### src/verilog/mix_pkg.sv
// widths, fixed-point format and frame type shared by the stereo mixer
// gains are unsigned with Q_BITS fraction bits, so 256 means unity
// credit counters must hold 0..FIFO_DEPTH inclusive
package mix_pkg;

  // ------------------------------------------------------------
  // sample and gain format
  // ------------------------------------------------------------
  localparam int AUDIO_W = 24;                  // signed two's complement
  localparam int GAIN_W  = 12;                  // unsigned gain word
  localparam int Q_BITS  = 8;                   // fraction bits of a gain
  localparam int ACC_W   = AUDIO_W + GAIN_W + 4; // product plus sum headroom

  // ------------------------------------------------------------
  // mixer shape and buffering
  // ------------------------------------------------------------
  localparam int NR_CH      = 2;                  // ch0 = adc left, ch1 = adc right
  localparam int FIFO_DEPTH = 4;                  // frame slots in the buffer
  localparam int ENG_SLOTS  = 2;                  // frames the engine may hold
  localparam int CRED_W     = 3;                  // credit / fill counters
  localparam int FIFO_PTR_W = $clog2(FIFO_DEPTH); // buffer pointer width
  localparam int ENG_PTR_W  = $clog2(ENG_SLOTS);  // output queue pointer width

  // ------------------------------------------------------------
  // types
  // ------------------------------------------------------------
  typedef logic signed [AUDIO_W-1:0] sample_t;
  typedef logic [GAIN_W-1:0]         gain_t;

  // left in the upper half, right in the lower half
  typedef struct packed {
    sample_t left;
    sample_t right;
  } stereo_frame_t;

  // saturation limits
  localparam sample_t SAMPLE_MAX = sample_t'({1'b0, {(AUDIO_W-1){1'b1}}});
  localparam sample_t SAMPLE_MIN = sample_t'({1'b1, {(AUDIO_W-1){1'b0}}});

endpackage

### src/verilog/frame_assembler.sv
`timescale 1ns/1ps
// pairs adc samples into stereo frames: adc_last low = left, high = right
// a right sample with no left before it reuses the stored left, zero after reset
// adc_ready follows the credit count only, left samples are also held off at zero
module frame_assembler
  import mix_pkg::*;
(
  input  logic          clk,
  input  logic          rst_n,
  // adc stream
  input  sample_t       adc_data,
  input  logic          adc_valid,
  input  logic          adc_last,
  output logic          adc_ready,
  // statistics
  input  logic          clear_stats,
  output sample_t       min_amp,
  output sample_t       max_amp,
  // link to the frame buffer
  output logic          asm_valid,
  output stereo_frame_t asm_frame,
  input  logic          asm_credit
);

  logic [CRED_W-1:0] cred_cnt;   // free slots the buffer has granted
  sample_t           left_q;     // last accepted left sample
  logic              adc_fire;   // sample handshake
  logic              left_fire;
  logic              right_fire; // completes a frame, spends a credit

  assign adc_ready  = (cred_cnt != '0);
  assign adc_fire   = adc_valid && adc_ready;
  assign left_fire  = adc_fire && !adc_last;
  assign right_fire = adc_fire && adc_last;

  // ------------------------------------------------------------
  // credits and frame strobe
  // ------------------------------------------------------------
  always_ff @(posedge clk or negedge rst_n) begin
    if (!rst_n) begin
      cred_cnt  <= CRED_W'(FIFO_DEPTH); // buffer starts empty
      asm_valid <= 1'b0;
      left_q    <= '0;
    end else begin
      cred_cnt  <= cred_cnt - CRED_W'(right_fire) + CRED_W'(asm_credit);
      asm_valid <= right_fire;          // frame leaves the cycle after the right sample
      if (left_fire) begin
        left_q <= adc_data;
      end
    end
  end

  // frame payload
  always_ff @(posedge clk) begin
    if (right_fire) begin
      asm_frame.left  <= left_q;
      asm_frame.right <= adc_data;
    end
  end

  // ------------------------------------------------------------
  // amplitude statistics
  // ------------------------------------------------------------
  always_ff @(posedge clk or negedge rst_n) begin
    if (!rst_n) begin
      min_amp <= '0;
      max_amp <= '0;
    end else if (clear_stats) begin  // clear beats a same-cycle sample
      min_amp <= '0;
      max_amp <= '0;
    end else if (adc_fire) begin
      if (adc_data < min_amp) begin  // signed compare
        min_amp <= adc_data;
      end
      if (adc_data > max_amp) begin
        max_amp <= adc_data;
      end
    end
  end

  // ------------------------------------------------------------
  // checks
  // ------------------------------------------------------------
  // the buffer never returns more credits than were spent
  a_credit_bound: assert property (@(posedge clk) disable iff (!rst_n)
    cred_cnt <= CRED_W'(FIFO_DEPTH));

endmodule

### src/verilog/frame_fifo.sv
`timescale 1ns/1ps
// credit-fed frame queue between producer and mix engine, no ready signals
// pops the head whenever it holds a frame and an engine credit
// fifo_valid and fifo_frame are combinational from the queue state
module frame_fifo
  import mix_pkg::*;
(
  input  logic          clk,
  input  logic          rst_n,
  // from the producer
  input  logic          asm_valid,
  input  stereo_frame_t asm_frame,
  output logic          asm_credit,
  // to the engine
  output logic          fifo_valid,
  output stereo_frame_t fifo_frame,
  input  logic          eng_credit
);

  stereo_frame_t         mem [FIFO_DEPTH]; // frame slots
  logic [FIFO_PTR_W-1:0] wr_ptr;
  logic [FIFO_PTR_W-1:0] rd_ptr;
  logic [CRED_W-1:0]     count;            // frames stored
  logic [CRED_W-1:0]     eng_cred;         // engine slots still free
  logic                  pop;

  assign pop        = (count != '0) && (eng_cred != '0);
  assign fifo_valid = pop;                 // one pulse per frame handed over
  assign fifo_frame = mem[rd_ptr];

  // ------------------------------------------------------------
  // storage
  // ------------------------------------------------------------
  always_ff @(posedge clk) begin
    if (asm_valid) begin
      mem[wr_ptr] <= asm_frame;
    end
  end

  // ------------------------------------------------------------
  // pointers, fill level and credits
  // ------------------------------------------------------------
  always_ff @(posedge clk or negedge rst_n) begin
    if (!rst_n) begin
      wr_ptr     <= '0;
      rd_ptr     <= '0;
      count      <= '0;
      eng_cred   <= CRED_W'(ENG_SLOTS); // engine starts empty
      asm_credit <= 1'b0;
    end else begin
      if (asm_valid) begin
        wr_ptr <= wr_ptr + 1'b1;       // wraps, depth is a power of two
      end
      if (pop) begin
        rd_ptr <= rd_ptr + 1'b1;
      end
      count      <= count + CRED_W'(asm_valid) - CRED_W'(pop);
      eng_cred   <= eng_cred - CRED_W'(pop) + CRED_W'(eng_credit);
      asm_credit <= pop;               // slot freed, hand it back a cycle later
    end
  end

  // ------------------------------------------------------------
  // checks
  // ------------------------------------------------------------
  // producer credits keep it from writing into a full queue
  a_no_write_full: assert property (@(posedge clk) disable iff (!rst_n)
    asm_valid |-> (count != CRED_W'(FIFO_DEPTH)));

  // engine never returns a credit it was not given
  a_eng_cred_bound: assert property (@(posedge clk) disable iff (!rst_n)
    eng_cred <= CRED_W'(ENG_SLOTS));

endmodule

### src/verilog/mix_engine.sv
`timescale 1ns/1ps
// gain, pan, sum and saturate pipeline with a 2-slot queue and dac serialiser
// gains, pan and out_gain are captured as a frame enters, change them while idle
// left sample reaches dac_valid 3 cycles after fifo_valid when the serialiser is free
module mix_engine
  import mix_pkg::*;
(
  input  logic             clk,
  input  logic             rst_n,
  // frame link
  input  logic             fifo_valid,
  input  stereo_frame_t    fifo_frame,
  output logic             eng_credit,
  // configuration
  input  gain_t            chan_gain_0,
  input  gain_t            chan_gain_1,
  input  gain_t            out_gain,
  input  logic [NR_CH-1:0] chan_pan,     // 0 = left bus, 1 = right bus
  input  logic             clear_stats,
  output logic [NR_CH-1:0] chan_clip,    // sticky
  output logic             out_clip,     // sticky
  // dac stream
  output sample_t          dac_data,
  output logic             dac_valid,
  output logic             dac_last,
  input  logic             dac_ready
);

  typedef enum logic [1:0] {S_IDLE, S_LEFT, S_RIGHT} ser_state_t;

  // floor shift by Q_BITS then clamp, msb of the result flags a clip
  function automatic logic [AUDIO_W:0] scale_sat(input logic signed [ACC_W-1:0] prod);
    logic signed [ACC_W-1:0] shifted;
    shifted = prod >>> Q_BITS;
    if (shifted > SAMPLE_MAX) begin
      return {1'b1, SAMPLE_MAX};
    end else if (shifted < SAMPLE_MIN) begin
      return {1'b1, SAMPLE_MIN};
    end
    return {1'b0, shifted[AUDIO_W-1:0]};
  endfunction

  // ------------------------------------------------------------
  // stage 1: per-channel gain
  // ------------------------------------------------------------
  sample_t                 ch_in   [NR_CH];
  gain_t                   ch_gain [NR_CH];
  logic signed [ACC_W-1:0] ch_prod [NR_CH];
  logic [AUDIO_W:0]        ch_sat  [NR_CH]; // {clip, sample}
  sample_t                 s1_ch   [NR_CH];
  logic                    s1_valid;
  logic [NR_CH-1:0]        s1_pan;
  gain_t                   s1_gain;         // out_gain rides along with the frame

  assign ch_in[0]   = fifo_frame.left;
  assign ch_in[1]   = fifo_frame.right;
  assign ch_gain[0] = chan_gain_0;
  assign ch_gain[1] = chan_gain_1;

  always_comb begin
    for (int i = 0; i < NR_CH; i++) begin
      ch_prod[i] = ch_in[i] * $signed({1'b0, ch_gain[i]}); // gain is unsigned
      ch_sat[i]  = scale_sat(ch_prod[i]);
    end
  end

  always_ff @(posedge clk) begin
    if (fifo_valid) begin
      for (int i = 0; i < NR_CH; i++) begin
        s1_ch[i] <= ch_sat[i][AUDIO_W-1:0];
      end
      s1_pan  <= chan_pan;
      s1_gain <= out_gain;
    end
  end

  // ------------------------------------------------------------
  // stage 2: pan and sum, stage 3: output gain
  // ------------------------------------------------------------
  logic signed [ACC_W-1:0] mix_sum  [2]; // 0 left bus, 1 right bus
  logic signed [ACC_W-1:0] s2_sum   [2];
  logic                    s2_valid;
  gain_t                   s2_gain;
  logic signed [ACC_W-1:0] out_prod [2];
  logic [AUDIO_W:0]        out_sat  [2];
  stereo_frame_t           s3_frame;

  always_comb begin
    mix_sum[0] = '0;                     // unrouted bus stays 0
    mix_sum[1] = '0;
    for (int i = 0; i < NR_CH; i++) begin
      if (s1_pan[i]) begin
        mix_sum[1] = mix_sum[1] + s1_ch[i];
      end else begin
        mix_sum[0] = mix_sum[0] + s1_ch[i];
      end
    end
  end

  always_ff @(posedge clk) begin
    if (s1_valid) begin
      s2_sum[0] <= mix_sum[0];
      s2_sum[1] <= mix_sum[1];
      s2_gain   <= s1_gain;
    end
  end

  always_comb begin
    for (int k = 0; k < 2; k++) begin
      out_prod[k] = s2_sum[k] * $signed({1'b0, s2_gain});
      out_sat[k]  = scale_sat(out_prod[k]);
    end
  end

  assign s3_frame.left  = out_sat[0][AUDIO_W-1:0];
  assign s3_frame.right = out_sat[1][AUDIO_W-1:0];

  // valids and sticky clip flags, clear wins over a new clip
  always_ff @(posedge clk or negedge rst_n) begin
    if (!rst_n) begin
      s1_valid  <= 1'b0;
      s2_valid  <= 1'b0;
      chan_clip <= '0;
      out_clip  <= 1'b0;
    end else begin
      s1_valid <= fifo_valid;
      s2_valid <= s1_valid;
      if (clear_stats) begin
        chan_clip <= '0;
        out_clip  <= 1'b0;
      end else begin
        for (int i = 0; i < NR_CH; i++) begin
          if (fifo_valid && ch_sat[i][AUDIO_W]) begin
            chan_clip[i] <= 1'b1;
          end
        end
        if (s2_valid && (out_sat[0][AUDIO_W] || out_sat[1][AUDIO_W])) begin
          out_clip <= 1'b1;
        end
      end
    end
  end

  // ------------------------------------------------------------
  // output queue and dac serialiser
  // ------------------------------------------------------------
  stereo_frame_t        q_mem [ENG_SLOTS];
  logic [ENG_PTR_W-1:0] q_wr;
  logic [ENG_PTR_W-1:0] q_rd;
  logic [CRED_W-1:0]    q_cnt;
  logic [CRED_W-1:0]    busy_cnt;  // frames taken but not yet credited back
  ser_state_t           ser_state;
  sample_t              r_hold;    // right sample waiting its turn
  stereo_frame_t        head;
  logic                 take;      // serialiser loads a frame
  logic                 push;
  logic                 pop;
  logic                 right_done;

  assign take       = (ser_state == S_IDLE) && ((q_cnt != '0) || s2_valid);
  assign pop        = take && (q_cnt != '0);
  assign push       = s2_valid && !(take && (q_cnt == '0)); // bypass when queue empty
  assign head       = (q_cnt != '0) ? q_mem[q_rd] : s3_frame;
  assign right_done = (ser_state == S_RIGHT) && dac_ready;

  always_ff @(posedge clk or negedge rst_n) begin
    if (!rst_n) begin
      q_wr       <= '0;
      q_rd       <= '0;
      q_cnt      <= '0;
      busy_cnt   <= '0;
      ser_state  <= S_IDLE;
      dac_valid  <= 1'b0;
      dac_last   <= 1'b0;
      eng_credit <= 1'b0;
    end else begin
      if (push) begin
        q_wr <= q_wr + 1'b1;
      end
      if (pop) begin
        q_rd <= q_rd + 1'b1;
      end
      q_cnt      <= q_cnt + CRED_W'(push) - CRED_W'(pop);
      busy_cnt   <= busy_cnt + CRED_W'(fifo_valid) - CRED_W'(eng_credit);
      eng_credit <= right_done;          // slot free once right sample is out
      case (ser_state)
        S_IDLE: begin
          if (take) begin
            ser_state <= S_LEFT;
            dac_valid <= 1'b1;
            dac_last  <= 1'b0;
          end
        end
        S_LEFT: begin
          if (dac_ready) begin
            ser_state <= S_RIGHT;
            dac_last  <= 1'b1;
          end
        end
        S_RIGHT: begin
          if (dac_ready) begin
            ser_state <= S_IDLE;
            dac_valid <= 1'b0;
            dac_last  <= 1'b0;
          end
        end
        default: ser_state <= S_IDLE;
      endcase
    end
  end

  // queue slots and dac payload
  always_ff @(posedge clk) begin
    if (push) begin
      q_mem[q_wr] <= s3_frame;
    end
    if (take) begin
      dac_data <= head.left;
      r_hold   <= head.right;
    end else if ((ser_state == S_LEFT) && dac_ready) begin
      dac_data <= r_hold;
    end
  end

  // the buffer's credits keep a third frame out while both slots are committed
  a_no_frame_when_full: assert property (@(posedge clk) disable iff (!rst_n)
    fifo_valid |-> (busy_cnt < CRED_W'(ENG_SLOTS)));

endmodule

### src/verilog/mixer_top.sv
`timescale 1ns/1ps
// stereo mixer: adc stream -> frame assembler -> frame buffer -> mix engine -> dac stream
// both streams use valid/ready, internal links run on credits
// single clock domain
module mixer_top
  import mix_pkg::*;
(
  input  logic             clk,
  input  logic             rst_n,
  // adc stream
  input  sample_t          adc_data,
  input  logic             adc_valid,
  input  logic             adc_last,
  output logic             adc_ready,
  // dac stream
  output sample_t          dac_data,
  output logic             dac_valid,
  output logic             dac_last,
  input  logic             dac_ready,
  // configuration and status
  input  gain_t            chan_gain_0,
  input  gain_t            chan_gain_1,
  input  gain_t            out_gain,
  input  logic [NR_CH-1:0] chan_pan,
  input  logic             clear_stats,
  output sample_t          min_amp,
  output sample_t          max_amp,
  output logic [NR_CH-1:0] chan_clip,
  output logic             out_clip
);

  // ------------------------------------------------------------
  // internal credit links
  // ------------------------------------------------------------
  logic          asm_valid;
  stereo_frame_t asm_frame;
  logic          asm_credit;
  logic          fifo_valid;
  stereo_frame_t fifo_frame;
  logic          eng_credit;

  frame_assembler u_asm (
    .clk         ( clk         ),
    .rst_n       ( rst_n       ),
    .adc_data    ( adc_data    ),
    .adc_valid   ( adc_valid   ),
    .adc_last    ( adc_last    ),
    .adc_ready   ( adc_ready   ),
    .clear_stats ( clear_stats ),
    .min_amp     ( min_amp     ),
    .max_amp     ( max_amp     ),
    .asm_valid   ( asm_valid   ),
    .asm_frame   ( asm_frame   ),
    .asm_credit  ( asm_credit  )
  );

  frame_fifo u_fifo (
    .clk        ( clk        ),
    .rst_n      ( rst_n      ),
    .asm_valid  ( asm_valid  ),
    .asm_frame  ( asm_frame  ),
    .asm_credit ( asm_credit ),
    .fifo_valid ( fifo_valid ),
    .fifo_frame ( fifo_frame ),
    .eng_credit ( eng_credit )
  );

  mix_engine u_eng (
    .clk         ( clk         ),
    .rst_n       ( rst_n       ),
    .fifo_valid  ( fifo_valid  ),
    .fifo_frame  ( fifo_frame  ),
    .eng_credit  ( eng_credit  ),
    .chan_gain_0 ( chan_gain_0 ),
    .chan_gain_1 ( chan_gain_1 ),
    .out_gain    ( out_gain    ),
    .chan_pan    ( chan_pan    ),
    .clear_stats ( clear_stats ),
    .chan_clip   ( chan_clip   ),
    .out_clip    ( out_clip    ),
    .dac_data    ( dac_data    ),
    .dac_valid   ( dac_valid   ),
    .dac_last    ( dac_last    ),
    .dac_ready   ( dac_ready   )
  );

endmodule

### config.mk
export PLATFORM = sky130hd
export DESIGN_NAME = mixer_top
export DESIGN_NICKNAME = d
export VERILOG_FILES = /design/src/verilog/mix_pkg.sv /design/src/verilog/frame_assembler.sv /design/src/verilog/frame_fifo.sv /design/src/verilog/mix_engine.sv /design/src/verilog/mixer_top.sv
export SDC_FILE = /design/constraint.sdc
export NUM_CORES = 2
export LEC_CHECK = 0
export ABC_AREA = 1
export BUFFER_PORTS_ARGS = -buffer_cell sky130_fd_sc_hd__buf_2
export CORE_MARGIN = 2
export CORE_UTILIZATION = 31
export DETAILED_ROUTE_END_ITERATION = 12
export GPL_TIMING_DRIVEN = 0
export HOLD_SLACK_MARGIN = 0.08
export SKIP_LAST_GASP = 1
export SYNTH_ARGS = -nofsm -noshare
export SYNTH_HDL_FRONTEND = slang
export SYNTH_SLANG_ARGS = --single-unit
### constraint.sdc
create_clock -name clk -period 19.62 [get_ports clk]
set_clock_uncertainty 0.05 [all_clocks]
set_input_delay 1.962 -clock clk [delete_from_list [all_inputs] [get_ports clk]]
set_output_delay 1.962 -clock clk [all_outputs]
set_load 0.02 [all_outputs]
==> results_dict.tcl <==
set metrics [dict create \
    async_flop_share_pct 15.8 \
    yosys-top-cells-area "fa_1 (30%), edfxtp_1 (21%), inv_1 (12%)" \
    tightest_slew_ns 1.30 \
    cp_common_cell "fa_1" \
    nets 10900 \
    rows 182 \
    clk_latency_ns 0.72 \
    finalCritPeriodShare_pct 43.1 \
    critPathRequiredTime_ns 20.09 \
    dieWidth_um 500 \
    reg2reg_from "u_eng.s2_gain[6]" \
    place_inst 12400 \
    timing.critical_path.buf_inv 6 \
    drt-pass1-iter-count 6 \
    timing.final.hold_violations 0 \
    stdcell_area_mm2 0.0834 \
    slew_viol_final 0 \
    synth_top_area_cell "fa_1" \
    syn2layout_area_growth_pct 9.22 \
    synth_compound_area_share_pct 5.54 \
    synth-xor-area-share_pct 2.09 \
    ant_nets 0 \
    stdcell_count 12500 \
    critical_path_class "reg2reg" \
    cpMaxStageDelayCell "clkbuf_1" \
    crit_fanout 10 \
    end_kind "flip-flop" \
    cts_setup_buffers 0 \
    yosys.area.top_type_share_pct 30.3 \
    clock_path_buffers 3 \
    ctsResizeCount 0 \
    cts_tree "built" \
    seq_area_frac_synth_pct 24.5 \
    wl_per_cell_um 17.3 \
    ys_types 61 \
    vias_per_cell 4.58 \
    drive_gt1_share_pct 4.81 \
    grt_pass1_wl_um 339000 \
    syn-cell-area_mm2 0.0763 \
    yosys.area_share.simple_pct 16.5 \
    final.setup.tns_ns 0 \
    syn_nets 10700 \
    fin_hold_ws_ns 0.367 \
    cts_buffers 61 \
    worstSetupStartpoint "u_eng.s2_gain[6]" \
    hpwl_um 180000 \
    vias 57500 \
    antenna_found_initial 16 \
    grt_pass1_vias 58600 \
    overflow 0 \
    max-slew-margin-rel_pct 13.5 \
    status "complete, no violations" \
    hold_path.class "reg2reg" \
    drc 0 \
    synth_top_family_by_area "adder cells" \
    nFillCells 25700 \
    max_freq_ghz 0.118 \
    start_util_pct 31.1 \
    setup_viol 0 \
    grt_max_degree 69 \
    max_cap_violations 0 \
    synthCells 9051 \
    die_h_um 500 \
    gr-max-usage-layer "met2" \
    avgSynthCellArea_um2 8.43 \
    critPathMaxStageDelay_ns 0.90 \
    dieArea_mm2 0.250 \
    gp_congestion 0.950 \
    min_from "u_eng.s1_gain[10]" \
    io_pins 146 \
    synth_mux_area_share_pct 0.588 \
    cts_hold_buffers 0 \
    cts_sinks 639 \
    grt_use_met3_pct 2.62 \
    layout_min_cycle_time_ns 8.45 \
    cp-start-kind "flip-flop" \
    multi_input_area_mm2 0.0475 \
    ys_warn_count 0 \
    rsz0062_at_grt "no" \
    clock-root-buffer "clkbuf_16" \
    coreArea_mm2 0.245 \
    grt_usage_pct 17.4 \
    gr-usage-met2_pct 29.4 \
    critPathArrivalTime_ns 8.92 \
    ys.flop_type "edfxtp_1" \
    routed_wl_um 217000 \
    use_met1_pct 22.6 \
    synth_edf_count 538 \
    cts.clk_slew.worst_paths_ns 0.08 \
    synth_fa_ha_area_share_pct 37.4 \
    crit_family "adder cells" \
    portBuffers 139 \
    ys_ff_latch 639 \
    seqCellArea_mm2 0.0187 \
    drt_iter0_markers 4210 \
    ctsHtreeMaxLevel 2 \
    placed_cell_area_mm2 0.0813 \
]
[placed cells by master (no fill, tap or decap), types with 8 or more instances in the layout]
master     count
nor4_1        16
a21boi_0      11
clkinv_2      11
nand3_1      215
fa_1        1154
mux2i_1       19
a31oi_1       25
o21ai_2       66
o21a_1         9
nor2_1       544
nand2_2       29
a21oi_1      254
clkbuf_1     242
clkbuf_16     62
inv_2          8
mux2_2        23
xor2_1        70
inv_1       2358
o21bai_1      21
nor3_1        22
buf_6         13
o21ai_0      226
edfxtp_1     538
xnor2_1      112
buf_1         36
ha_1         436
clkinv_1       9
buf_2        159
dfrtp_1       98
nand2_1     2298
o21ai_1       48
nand4_1       21
a21o_1        37
[per-layer routing]
layer	up-vias	routed length (um)
met5	-	92
met4	16	9070
met3	396	14500
met2	1864	102000
met1	27900	91900
li1	27300	-
[state kept, by name (all words and copies together) (netlist names), 3 cells and up]
signal / count
u_eng.s1_ch: 48
u_eng.s2_sum: 80
u_eng.q_cnt: 3
u_asm.min_amp: 24
u_eng.dac_data: 24
u_asm.max_amp: 24
u_eng.r_hold: 24
u_eng.s2_gain: 12
u_fifo.count: 3
u_eng.s1_gain: 12
u_asm.asm_frame: 48
u_eng.q_mem: 96
u_asm.left_q: 24
u_asm.cred_cnt: 3
u_fifo.eng_cred: 3
u_fifo.mem: 192
[final timing paths]
path                                      endpoint  cells after the start  slack (ns)
worst max register to register      u_eng.out_clip                     26       11.17
max in group asynchronous       u_fifo.eng_cred[1]                      2       17.51
min in group asynchronous        u_asm.min_amp[21]                      1        1.15
worst min-delay path             u_eng.s2_gain[10]                      0        0.37
worst min register to register   u_eng.s2_gain[10]                      0        0.37
worst max-delay path                u_eng.out_clip                     26       11.17
[cells in the mapped netlist, types with 70 or more instances]
library cell / number
a21oi_1: 254
clkbuf_1: 230
dfrtp_1: 99
edfxtp_1: 538
fa_1: 1154
ha_1: 436
inv_1: 2363
nand2_1: 2298
nand3_1: 215
nor2_1: 547
o21ai_0: 226
xnor2_1: 112
xor2_1: 70
[final cells by class]
class	instances	share of cell area, %
Clock buffer	78	1.98
Antenna cell	4	0.0120
Multi-Input combinational cell	5737	56.9
Tap cell	3220	4.83
Buffer	307	1.56
Clock inverter	38	0.468
Sequential cell	639	22.4
Inverter	2368	10.7
Timing Repair Buffer	149	1.12
[cell families (layout without fill, tap and decap cells)]
group           count (synthesis)  count (layout)
xor+xnor                      182             182
mux                            42              42
compound gates                731             731
other cells                     0               4
buf+inv                      2675            2940
fa+ha+maj                    1590            1590
simple gates                 3192            3192
flops                         639             639
[stage by stage]
stage                     utilization (%)  setup WS (ns)
after floorplan                         -          12.19
after global placement               33.0          11.12
after detailed placement             33.1          11.11
after CTS                            34.0          11.24
after global routing                 34.0          10.80
final                                34.0          11.17
Power is left out: the tool's default activity adds up to more than one toggle a clock period on the data nets, which glitch-free logic cannot reach.
